`config.mk`:
```
export PLATFORM = sky130hd
export DESIGN_NAME = adc_capture_top
export DESIGN_NICKNAME = d
export VERILOG_FILES = /design/src/design/adc_capture_pkg.sv /design/src/design/adc_capture_top.sv /design/src/design/channel_sequencer.sv /design/src/design/frame_deserializer.sv /design/src/design/slot_config.sv
export VERILOG_INCLUDE_DIRS = /design/src /design/src/include
export SDC_FILE = /design/constraint.sdc
export NUM_CORES = 1
export LEC_CHECK = 0
export BUFFER_PORTS_ARGS = -buffer_cell sky130_fd_sc_hd__buf_2
export CORE_ASPECT_RATIO = 0.7
export CORE_MARGIN = 2
export CORE_UTILIZATION = 55
export DETAILED_ROUTE_END_ITERATION = 6
export GPL_TIMING_DRIVEN = 0
export PLACE_DENSITY = 0.75
export SYNTH_ARGS = -nofsm -noshare
export SYNTH_HDL_FRONTEND = slang
export SYNTH_SLANG_ARGS = --single-unit
```
`constraint.sdc`:
```
create_clock -name adc_pbck -period 6.1 [get_ports adc_pbck]
set_input_delay 0.915 -clock adc_pbck [delete_from_list [all_inputs] [get_ports adc_pbck]]
set_output_delay 0.915 -clock adc_pbck [all_outputs]
set_load 0.02 [all_outputs]
```
`src/include/adc_capture_macros.svh`:
```
`ifndef ADC_CAPTURE_MACROS_SVH
`define ADC_CAPTURE_MACROS_SVH

// Audio word and serial port geometry
`define SAMPLE_BITS     24
`define NUM_LINES       4
`define MAX_CHANNELS    8
`define HALF_BITS       32

// Vector widths behind the package typedefs
`define CMD_BITS        8
`define CHAN_BITS       3
`define CREDIT_BITS     4
`define BIT_CNT_BITS    5

// Credits held by the sequencer after reset, also the ceiling
`define CREDIT_MAX      8

// Recording control
`define CMD_START_REC   8'h50
`define CMD_STOP_REC    8'h51

// ADC serial format selection
`define CMD_FMT_I2S     8'h60
`define CMD_FMT_LJ      8'h61
`define CMD_FMT_RJ      8'h62

// Channel count per frame
`define CMD_MODE_2CH    8'h70
`define CMD_MODE_8CH    8'h71

// Followed by one argument byte for hwcon
`define CMD_SET_ACON    8'h40

`endif

```
`src/design/adc_capture_pkg.sv`:
```
`include "adc_capture_macros.svh"

package adc_capture_pkg;

    // One audio word as received from a data line
    typedef logic [`SAMPLE_BITS-1:0]  sample_t;

    // Command stream byte, also the hwcon register
    typedef logic [`CMD_BITS-1:0]     cmd_byte_t;

    // Channel number within a frame
    typedef logic [`CHAN_BITS-1:0]    chan_idx_t;

    // Flow control credit count
    typedef logic [`CREDIT_BITS-1:0]  credit_t;

    // Bit position within one half of the frame
    typedef logic [`BIT_CNT_BITS-1:0] bit_cnt_t;

    typedef enum logic [1:0] {
        FMT_I2S,
        FMT_LJ,
        FMT_RJ
    } adc_format_t;

    // Command parser state
    typedef enum logic {
        CFG_IDLE,
        CFG_ARG
    } cfg_state_t;

endpackage

```
`src/design/adc_capture_top.sv`:
```
`include "adc_capture_macros.svh"

module adc_capture_top (
    input  logic                       adc_pbck,
    input  logic                       sclk,
    input  logic                       adc_plrck,
    input  logic [`NUM_LINES-1:0]      adc_pdata,
    input  logic                       cmd_valid,
    input  adc_capture_pkg::cmd_byte_t cmd_byte,
    input  logic                       credit_return,
    output logic                       sample_valid,
    output adc_capture_pkg::sample_t   sample_data,
    output adc_capture_pkg::chan_idx_t sample_chan,
    output logic                       overflow,
    output adc_capture_pkg::cmd_byte_t hwcon
);

    import adc_capture_pkg::*;

    logic        rec_enable;
    logic        mode_8ch;
    adc_format_t adc_format;
    logic        frame_valid;
    sample_t     frame_samples [0:`MAX_CHANNELS-1];

    // Command parser steering both datapath blocks
    slot_config slot_config_inst (
        .adc_pbck   (adc_pbck),
        .sclk       (sclk),
        .cmd_valid  (cmd_valid),
        .cmd_byte   (cmd_byte),
        .rec_enable (rec_enable),
        .adc_format (adc_format),
        .mode_8ch   (mode_8ch),
        .hwcon      (hwcon)
    );

    frame_deserializer frame_deserializer_inst (
        .adc_pbck      (adc_pbck),
        .sclk          (sclk),
        .adc_plrck     (adc_plrck),
        .adc_pdata     (adc_pdata),
        .adc_format    (adc_format),
        .frame_valid   (frame_valid),
        .frame_samples (frame_samples)
    );

    channel_sequencer channel_sequencer_inst (
        .adc_pbck      (adc_pbck),
        .sclk          (sclk),
        .frame_valid   (frame_valid),
        .frame_samples (frame_samples),
        .rec_enable    (rec_enable),
        .mode_8ch      (mode_8ch),
        .credit_return (credit_return),
        .sample_valid  (sample_valid),
        .sample_data   (sample_data),
        .sample_chan   (sample_chan),
        .overflow      (overflow)
    );

endmodule

```
`src/design/channel_sequencer.sv`:
```
`include "adc_capture_macros.svh"

module channel_sequencer (
    input  logic                       adc_pbck,
    input  logic                       sclk,
    input  logic                       frame_valid,
    input  adc_capture_pkg::sample_t   frame_samples [0:`MAX_CHANNELS-1],
    input  logic                       rec_enable,
    input  logic                       mode_8ch,
    input  logic                       credit_return,
    output logic                       sample_valid,
    output adc_capture_pkg::sample_t   sample_data,
    output adc_capture_pkg::chan_idx_t sample_chan,
    output logic                       overflow
);

    import adc_capture_pkg::*;

    // Recording state seen at the previous frame
    logic      rec_armed;

    logic      busy;
    logic      held_8ch;
    chan_idx_t next_idx;
    chan_idx_t last_idx;
    sample_t   held [0:`MAX_CHANNELS-1];

    credit_t   credits;
    credit_t   credits_avail;

    logic      emit;
    logic      emit_last;
    logic      held_free;
    logic      frame_wanted;
    logic      take_frame;
    logic      drop_frame;

    assign last_idx = held_8ch ? chan_idx_t'(`MAX_CHANNELS - 1) : chan_idx_t'(1);

    // Sample on the output this cycle has already used its credit
    assign credits_avail = credits - credit_t'(sample_valid);

    assign emit      = busy && (credits_avail != '0);
    assign emit_last = emit && (next_idx == last_idx);

    // Holding register frees up on the cycle the last channel goes out
    assign held_free    = !busy || emit_last;
    assign frame_wanted = frame_valid && rec_armed && rec_enable;
    assign take_frame   = frame_wanted && held_free;
    assign drop_frame   = frame_wanted && !held_free;

    always_ff @(posedge adc_pbck or posedge sclk) begin
        if (sclk) begin
            rec_armed    <= 1'b0;
            busy         <= 1'b0;
            held_8ch     <= 1'b0;
            next_idx     <= '0;
            credits      <= credit_t'(`CREDIT_MAX);
            sample_valid <= 1'b0;
            overflow     <= 1'b0;
        end else begin
            credits      <= credits_avail + credit_t'(credit_return);
            sample_valid <= emit;
            if (frame_valid) begin
                rec_armed <= rec_enable;
            end
            if (emit) begin
                next_idx <= next_idx + chan_idx_t'(1);
            end
            if (emit_last) begin
                busy <= 1'b0;
            end
            // A new frame overrides the end of the previous one
            if (take_frame) begin
                busy     <= 1'b1;
                held_8ch <= mode_8ch;
                next_idx <= '0;
            end
            if (drop_frame) begin
                overflow <= 1'b1; // sticky until reset
            end
        end
    end

    always_ff @(posedge adc_pbck) begin
        if (take_frame) begin
            held <= frame_samples;
        end
        if (emit) begin
            sample_data <= held[next_idx];
            sample_chan <= next_idx;
        end
    end

    // Consumer returns only what it was given
    credit_limit_a: assert property (
        @(posedge adc_pbck) disable iff (sclk)
        credits <= credit_t'(`CREDIT_MAX)
    );

    // Every sample on the stream is covered by a credit
    credit_cover_a: assert property (
        @(posedge adc_pbck) disable iff (sclk)
        sample_valid |-> (credits != '0)
    );

endmodule

```
`src/design/frame_deserializer.sv`:
```
`include "adc_capture_macros.svh"

module frame_deserializer (
    input  logic                         adc_pbck,
    input  logic                         sclk,
    input  logic                         adc_plrck,
    input  logic [`NUM_LINES-1:0]        adc_pdata,
    input  adc_capture_pkg::adc_format_t adc_format,
    output logic                         frame_valid,
    output adc_capture_pkg::sample_t     frame_samples [0:`MAX_CHANNELS-1]
);

    import adc_capture_pkg::*;

    // Input stage, the frame clock is kept one more cycle for edge detection
    logic                  lrck_q;
    logic                  lrck_qq;
    logic [`NUM_LINES-1:0] pdata_q;

    bit_cnt_t              bit_cnt;
    bit_cnt_t              bit_pos;
    logic                  lrck_edge;
    logic                  lrck_fall;
    logic                  shift_en;

    sample_t               left_sr  [0:`NUM_LINES-1];
    sample_t               right_sr [0:`NUM_LINES-1];

    assign lrck_edge = lrck_q ^ lrck_qq;
    assign lrck_fall = lrck_qq & ~lrck_q;

    // Position of the bit now in pdata_q, zero on the first clock of a half
    assign bit_pos = lrck_edge ? '0 : bit_cnt + bit_cnt_t'(1);

    // Bit window per format, 24 bits taken from each 32-bit half
    always_comb begin
        case (adc_format)
            FMT_I2S: begin
                // MSB one clock after the frame clock transition
                shift_en = (bit_pos >= bit_cnt_t'(1)) &&
                           (bit_pos <= bit_cnt_t'(`SAMPLE_BITS));
            end
            FMT_LJ: begin
                shift_en = bit_pos < bit_cnt_t'(`SAMPLE_BITS);
            end
            FMT_RJ: begin
                // LSB lands on the last clock of the half
                shift_en = bit_pos >= bit_cnt_t'(`HALF_BITS - `SAMPLE_BITS);
            end
            default: begin
                shift_en = 1'b0;
            end
        endcase
    end

    always_ff @(posedge adc_pbck or posedge sclk) begin
        if (sclk) begin
            lrck_q      <= 1'b0;
            lrck_qq     <= 1'b0;
            bit_cnt     <= '0;
            frame_valid <= 1'b0;
        end else begin
            lrck_q      <= adc_plrck;
            lrck_qq     <= lrck_q;
            bit_cnt     <= bit_pos;
            frame_valid <= lrck_fall;
        end
    end

    always_ff @(posedge adc_pbck) begin
        pdata_q <= adc_pdata;
    end

    // Low half feeds the left words, high half the right words
    always_ff @(posedge adc_pbck) begin
        for (int i = 0; i < `NUM_LINES; i++) begin
            if (shift_en && !lrck_q) begin
                left_sr[i] <= {left_sr[i][`SAMPLE_BITS-2:0], pdata_q[i]};
            end
            if (shift_en && lrck_q) begin
                right_sr[i] <= {right_sr[i][`SAMPLE_BITS-2:0], pdata_q[i]};
            end
        end
    end

    // Falling frame clock closes the frame, old left words still intact here
    always_ff @(posedge adc_pbck) begin
        if (lrck_fall) begin
            for (int i = 0; i < `NUM_LINES; i++) begin
                frame_samples[2*i]   <= left_sr[i];
                frame_samples[2*i+1] <= right_sr[i];
            end
        end
    end

    // A frame spans 64 bit clocks, so pulses are never closer than a half
    frame_spacing_a: assert property (
        @(posedge adc_pbck) disable iff (sclk)
        frame_valid |=> !frame_valid [*(`HALF_BITS - 1)]
    );

endmodule

```
`src/design/slot_config.sv`:
```
`include "adc_capture_macros.svh"

module slot_config (
    input  logic                         adc_pbck,
    input  logic                         sclk,
    input  logic                         cmd_valid,
    input  adc_capture_pkg::cmd_byte_t   cmd_byte,
    output logic                         rec_enable,
    output adc_capture_pkg::adc_format_t adc_format,
    output logic                         mode_8ch,
    output adc_capture_pkg::cmd_byte_t   hwcon
);

    import adc_capture_pkg::*;

    cfg_state_t state;

    // Every byte with cmd_valid is consumed and nothing stalls the stream
    always_ff @(posedge adc_pbck or posedge sclk) begin
        if (sclk) begin
            state      <= CFG_IDLE;
            rec_enable <= 1'b0;
            adc_format <= FMT_I2S;
            mode_8ch   <= 1'b0;
            hwcon      <= '0;
        end else if (cmd_valid) begin
            case (state)
                CFG_IDLE: begin
                    case (cmd_byte)
                        `CMD_START_REC: begin
                            rec_enable <= 1'b1;
                        end
                        `CMD_STOP_REC: begin
                            rec_enable <= 1'b0;
                        end
                        `CMD_FMT_I2S: begin
                            adc_format <= FMT_I2S;
                        end
                        `CMD_FMT_LJ: begin
                            adc_format <= FMT_LJ;
                        end
                        `CMD_FMT_RJ: begin
                            adc_format <= FMT_RJ;
                        end
                        `CMD_MODE_2CH: begin
                            mode_8ch <= 1'b0;
                        end
                        `CMD_MODE_8CH: begin
                            mode_8ch <= 1'b1;
                        end
                        // Next byte is the hwcon value
                        `CMD_SET_ACON: begin
                            state <= CFG_ARG;
                        end
                        // Unknown codes fall through silently
                        default: begin
                            state <= CFG_IDLE;
                        end
                    endcase
                end
                CFG_ARG: begin
                    hwcon <= cmd_byte;
                    state <= CFG_IDLE;
                end
                default: begin
                    state <= CFG_IDLE;
                end
            endcase
        end
    end

    // Format register only ever holds one of the three decoded formats
    fmt_legal_a: assert property (
        @(posedge adc_pbck) disable iff (sclk)
        adc_format inside {FMT_I2S, FMT_LJ, FMT_RJ}
    );

endmodule

```
==> impl_metrics.ini, run 1 <==
[synth]
ys_seq_area_share_pct = 90.2
synth_warnings = 0
synth.ff_latch_count = 640
ys_types = 39
avgSynthCellArea_um2 = 25.9
synthCells = 813
synth_flop_cell = edfxtp_1
synth_async_sr_flop_share_pct = 5.16
syn_nets = 837
netlist_area_um2 = 21100
synth-edff-count = 603

[global_route]
grt_pass1_vias = 8465
gr-total-overflow = 0
grt_max_degree = 60
grt_use_total_pct = 17.2
grt.busiest_layer = met2
grt_use_met1_pct = 24.6
met2_usage_pct = 27.4
grt_use_met3_pct = 3.21
grt_antenna_before_repair = 0
grt_pass1_wl_um = 51100

[sta]
hold_viol = 0
maxSlewHeadroom_pct = 41.5
max_freq_mhz = 310
worstMarginPinSlew_ps = 877
setup_tns_ps = 0
rsz0062_at_grt = false
setup_viol = 0
period_share_pct = 52.9
drv_slew = 0
skew_ps = 18.3
period_needed_ps = 3230
holdWs_ps = 410

[worst_setup_path]
critPathArrivalTime_ps = 3510
critPathMaxStageDelay_ps = 580
crit_family = buffers and inverters
cp_max_fo = 24
cp_slowest_cell = a21oi_4
criticalPathCategory = flip-flop to flip-flop
path_cells = ha_1 -> ha_1 -> xnor2_1 -> and3_4 -> a21o_1 -> a21oi_4 -> buf_12 -> buf_16 -> buf_12 -> buf_16
worst-path-buf-inv = 4
crit_required_ps = 6380
start_kind = flip-flop
cp-end-kind = flip-flop

[route]
drc = 0
drt-initial-drc-count = 658
ant_nets = 0
viasPerCell = 5.44
wl_per_cell_um = 22.5
routed_wl_um = 33100
num_vias = 8013
first_pass_iters = 5

[finish]
finalNetCount = 967
drive_gt1_share_pct = 25.4
syn_to_final_growth_pct = 15.2
stdcell_area_um2 = 24300
layout.cells.non_filler = 1474

[placement]
post-dp-hpwl_um = 18900
dp_cells = 1375
routabilityCongestion = 0.711
io_buffers = 53
placed_cell_area_um2 = 22500

[power]
p_clk_share_pct = 36.0
vdd_ir_drop_max_mv = 0.217
swShare_pct = 21.1
p_int_mw = 7.42
combinationalPowerShare_pct = 7.5
p_sw_mw = 1.99
power_density_nw_per_um2 = 387
p_seq_share_pct = 56.5
leakagePower_nw = 8.06

[clock_network]
cts_max_path_buffers = 3
cts.repair.resized = 0
post_cts_buffers = 0
htree_num_levels = 2
worstSkewPairLatency_ps = 580
ctsHoldBuffers = 0
cts_tree = built
cts_root_buf = clkbuf_16
cts.reportedPaths.clkPinSlew_ps = 70
cts.sinks = 640
cts_buffers = 54

[job]
drv_cap = 0

[status]
status = finished clean

[floorplan]
coreArea_um2 = 37400
die-area_um2 = 39900
start_util_pct = 56.3
ios = 54
std_cell_rows = 59
die_w_um = 238
die_h_um = 168

[hold_path]
holdCritPathClass = flip-flop to flip-flop
==> logic make-up after synthesis <==
group,count (synthesis),share of synthesized area (%)
DFF,640,90.2
and+or+nand+nor,32,0.825
muxes,84,7.05
adders and majority gates,7,0.416
AOI/OAI and AO/OA,17,0.600
buffers and inverters,24,0.493
xor gates and xnor gates,9,0.374
==> area by class of cell <==
class	count	area [um^2]
multi-input cells	149	1990
repair buffers	74	798
flip-flops and latches	640	19000
plain buffers	15	70.1
fillers	2274	13200
clock inverters	30	275
inverters	9	33.8
diodes	1	2.50
clock buffers	68	1470
well taps	488	611
==> final timing paths <==
path | start | endpoint | slack (ps) | depth (start not counted)
min reg2reg | frame_deserializer_inst.frame_samples[8] | channel_sequencer_inst.held[8] | 410 | 0
min in group asynchronous | sclk | channel_sequencer_inst.credits[2] | 430 | 2
min | frame_deserializer_inst.frame_samples[8] | channel_sequencer_inst.held[8] | 410 | 0
max reg2reg | channel_sequencer_inst.sample_valid | channel_sequencer_inst.held[32] | 2870 | 10
max | channel_sequencer_inst.sample_valid | channel_sequencer_inst.held[32] | 2870 | 10
max in group asynchronous | sclk | frame_deserializer_inst.lrck_qq | 5220 | 2
==> metrics by stage <==
step	utilization, %	setup WS [ps]	power (mW)
after floorplan	-	-419	5.85
after global placement	58.6	-4090	6.08
after detailed placement	60.2	2840	6.12
after CTS	64.8	2820	9.51
after global routing	64.8	2700	9.73
final	64.8	2870	9.40
==> flip-flops by register name (all words and copies together), names as in the netlist, 2 cells and up <==
signal / cells
channel_sequencer_inst.next_idx: 3
frame_deserializer_inst.pdata_q: 4
channel_sequencer_inst.credits: 4
channel_sequencer_inst.sample_data: 24
slot_config_inst.adc_format: 2
frame_deserializer_inst.frame_samples: 192
frame_deserializer_inst.bit_cnt: 5
frame_deserializer_inst.right_sr: 96
channel_sequencer_inst.held: 192
slot_config_inst.hwcon: 8
channel_sequencer_inst.sample_chan: 3
frame_deserializer_inst.left_sr: 96
==> per-layer routing <==
metal	part of all wire, %	up-vias
li1	-	3580
met1	44	4180
met2	49	203
met3	4.8	50
met4	2.2	0
met5	0	-
==> synthesized netlist by cell type, drive strengths merged (2+ instances only) <==
cell	n	share of area [%]
a21oi	5	0.17
and2	2	0.059
and3	2	0.083
buf	9	0.23
clkbuf	6	0.11
dfrtp	32	3.8
dfxtp	4	0.38
edfxtp	603	86
ha	7	0.42
inv	9	0.16
mux2	35	1.9
mux4	48	5.1
nand2	5	0.089
nand3	6	0.14
nor2	9	0.16
nor3	2	0.048
nor3b	2	0.095
o21ai	4	0.095
xnor2	6	0.25
xor2	3	0.12
==> power groups by stage <==
stage               sequential [mW]  combinational, mW  clock (mW)
floorplan                      5.40              0.447           0
global placement               5.46              0.624           0
detailed placement             5.40              0.715           0
CTS                            5.32              0.724        3.47
global route                   5.34              0.765        3.63
finish                         5.32              0.705        3.38
==> cells in the final DEF, fill, tap and decap left out, types with 2 or more instances in the layout <==
| master | instances |
|---|---|
| dfrtp_1 | 32 |
| mux4_2 | 48 |
| a21oi_4 | 3 |
| clkbuf_1 | 17 |
| bufinv_16 | 5 |
| and2_1 | 2 |
| buf_12 | 6 |
| o21ai_0 | 4 |
| clkinv_2 | 8 |
| xnor2_1 | 6 |
| buf_16 | 15 |
| nand2_1 | 5 |
| ha_1 | 6 |
| a21oi_1 | 2 |
| clkinvlp_4 | 3 |
| edfxtp_1 | 603 |
| clkinv_4 | 2 |
| inv_1 | 8 |
| buf_2 | 61 |
| nor3_1 | 2 |
| clkbuf_16 | 57 |
| nand3_1 | 6 |
| nor2_1 | 9 |
| xor2_1 | 3 |
| mux2_2 | 34 |
| dfxtp_1 | 4 |
| clkinv_1 | 12 |
No activity file was read; power rests on OpenSTA's default activity.
==> run 2, diff against run 1 <==
CORE_UTILIZATION = 61   (was 55)
PLACE_DENSITY = 0.79   (was 0.75)
clock period = 3 ns   (was 6.1 ns; I/O delays follow)
==> run 2 against run 1 <==
- the run now ends with negative hold slack left
- non-clock buffer count increased by 5
- via count increased by 0.67%
- cell count decreased by 1.6%
- die area decreased by 9.6%
- first-iteration DRC count increased by 26%
- fmax increased by 18%
- sequential power increased by 100%
- clock skew increased by 5.9 ps
- sequential share of layout area increased by 0.24 points
- largest cell class unchanged
- highest routed layer unchanged
==> impl_metrics.ini, run 2 (synthesis results as in run 1) <==
[status]
status = finished, violations left
failed_checks = negative hold slack

[finish]
num_antenna_cells = 0
layout_common_cells = 603 x edfxtp_1, 61 x buf_2, 53 x clkbuf_16, 48 x mux4_2, 34 x mux2_2
nFillCells = 1848
top_regs = channel_sequencer_inst.held (192), frame_deserializer_inst.frame_samples (192)
layout_commonest_cell = edfxtp_1
syn_to_final_growth_pct = 14.8
drive_gt1_share_pct = 26.6
finalNetCount = 972
layout.cells.non_filler = 1451
stdcell_area_um2 = 24200

[worst_setup_path]
reg2reg_depth = 7
cp-end-kind = flip-flop
r2r_slack_ps = 270
crit_required_ps = 3250
reg2reg_from = frame_deserializer_inst.bit_cnt[0]
start_kind = flip-flop
r2r_end = frame_deserializer_inst.left_sr[2][10]
critPathArrivalTime_ps = 2990
cp_max_fo = 27
criticalPathCategory = flip-flop to flip-flop

[placement]
io_buffers = 53
dp_cells = 1349
post-dp-hpwl_um = 18600
placed_cell_area_um2 = 22500
routabilityCongestion = 0.705

[clock_network]
cts_tree = built
cts.repair.resized = 0
cts_root_buf = clkbuf_16
cts.reportedPaths.clkPinSlew_ps = 70
cts_buffers = 53
worstSkewPairLatency_ps = 580
cts_max_path_buffers = 3
htree_num_levels = 2
cts.sinks = 640

[route]
viasPerCell = 5.56
routed_wl_um = 33900
ant_nets = 0
drt-initial-drc-count = 830
wl_per_cell_um = 23.4
num_vias = 8067
first_pass_iters = 7
drc = 0

[global_route]
grt_max_degree = 67
gr-total-overflow = 0
grt_antenna_before_repair = 0
grt_pass1_vias = 8482
grt_use_total_pct = 19.5
grt_pass1_wl_um = 52300

[sta]
holdWs_ps = -21.5
setup_viol = 0
drv_slew = 0
period_needed_ps = 2730
max_freq_mhz = 366
worstMarginPinSlew_ps = 914
period_share_pct = 91.1
maxSlewHeadroom_pct = 39.1
hold_viol = 32
skew_ps = 24.2
rsz0062_at_grt = false

[floorplan]
coreArea_um2 = 33800
ios = 54
die_h_um = 159
start_util_pct = 62.4
die_w_um = 226
std_cell_rows = 56
die-area_um2 = 36100

[job]
drv_cap = 0

[power]
vdd_ir_drop_max_mv = 0.613
p_total_mw = 19.0
leakagePower_nw = 8.01
power_density_nw_per_um2 = 783

[hold_path]
holdCritPathClass = primary input to async pin
==> run 2: worst max path at each step <==
stage / from / cells after the start / end
6_report: frame_deserializer_inst.bit_cnt[0] / 7 / frame_deserializer_inst.left_sr[2][10]
2_1_floorplan: channel_sequencer_inst.sample_valid / 7 / channel_sequencer_inst.held_8ch
5_1_grt: frame_deserializer_inst.bit_cnt[0] / 8 / frame_deserializer_inst.left_sr[1][11]
3_5_place_dp: channel_sequencer_inst.sample_valid / 9 / channel_sequencer_inst.held[54]
4_1_cts: frame_deserializer_inst.bit_cnt[0] / 7 / frame_deserializer_inst.left_sr[2][10]
3_3_place_gp: channel_sequencer_inst.sample_valid / 6 / channel_sequencer_inst.held[30]
==> run 2: cell type report <==
class	instances	area [um^2]	share of cell area [%]
clock buffer	73	1470	6.08
tap	464	581	2.40
timing repair buffer	79	763	3.15
clock inverter	21	198	0.817
inverter	9	33.8	0.140
multi-input combinational	150	2060	8.52
buffer	15	70.1	0.290
sequential	640	19000	78.6
==> run 2: critical path, cell delays in order (launching register included) <==
cell     delay (ps)
dfrtp_1         430
ha_4            190
xor2_1          220
o21ai_1         170
a221o_1         410
a21oi_4         470
buf_12          260
buf_12          220
==> run 2: per-stage QoR <==
step | util [%] | setup TNS, ps | hold WS [ps] | setup slack [ps]
final | 71.6 | 0 | -21.5 | 267
after global routing | 71.6 | 0 | 47.4 | 143
after CTS | 71.6 | 0 | 56.5 | 271
after detailed placement | 66.5 | -4590 | 405 | -155
after global placement | 65.2 | -920110 | 400 | -3360
after floorplan | - | -459470 | 400 | -2080
==> run 2: power by group <==
part	internal (mW)	total [mW]	switching, mW
Clock	3.69	6.67	2.98
Combinational	0.641	1.46	0.818
Sequential	10.5	10.8	0.273
==> run 2: timing repair <==
| item | CTS | global route |
|---|---|---|
| setup buffers | 2 | 0 |
| hold buffers | 5 | 0 |
| endpoints found under the hold margin | 5 | 0 |
| setup endpoints to repair | 30 | 0 |
==> run 2: layer usage <==
metal	share of wire [%]	vias up	track usage, %	wire length (um)
li1	-	3588	-	-
met1	44	4174	28.6	14800
met2	49	249	30.7	16500
met3	5.3	56	3.95	1800
met4	2.3	0	5.62	772
met5	0	-	0	0
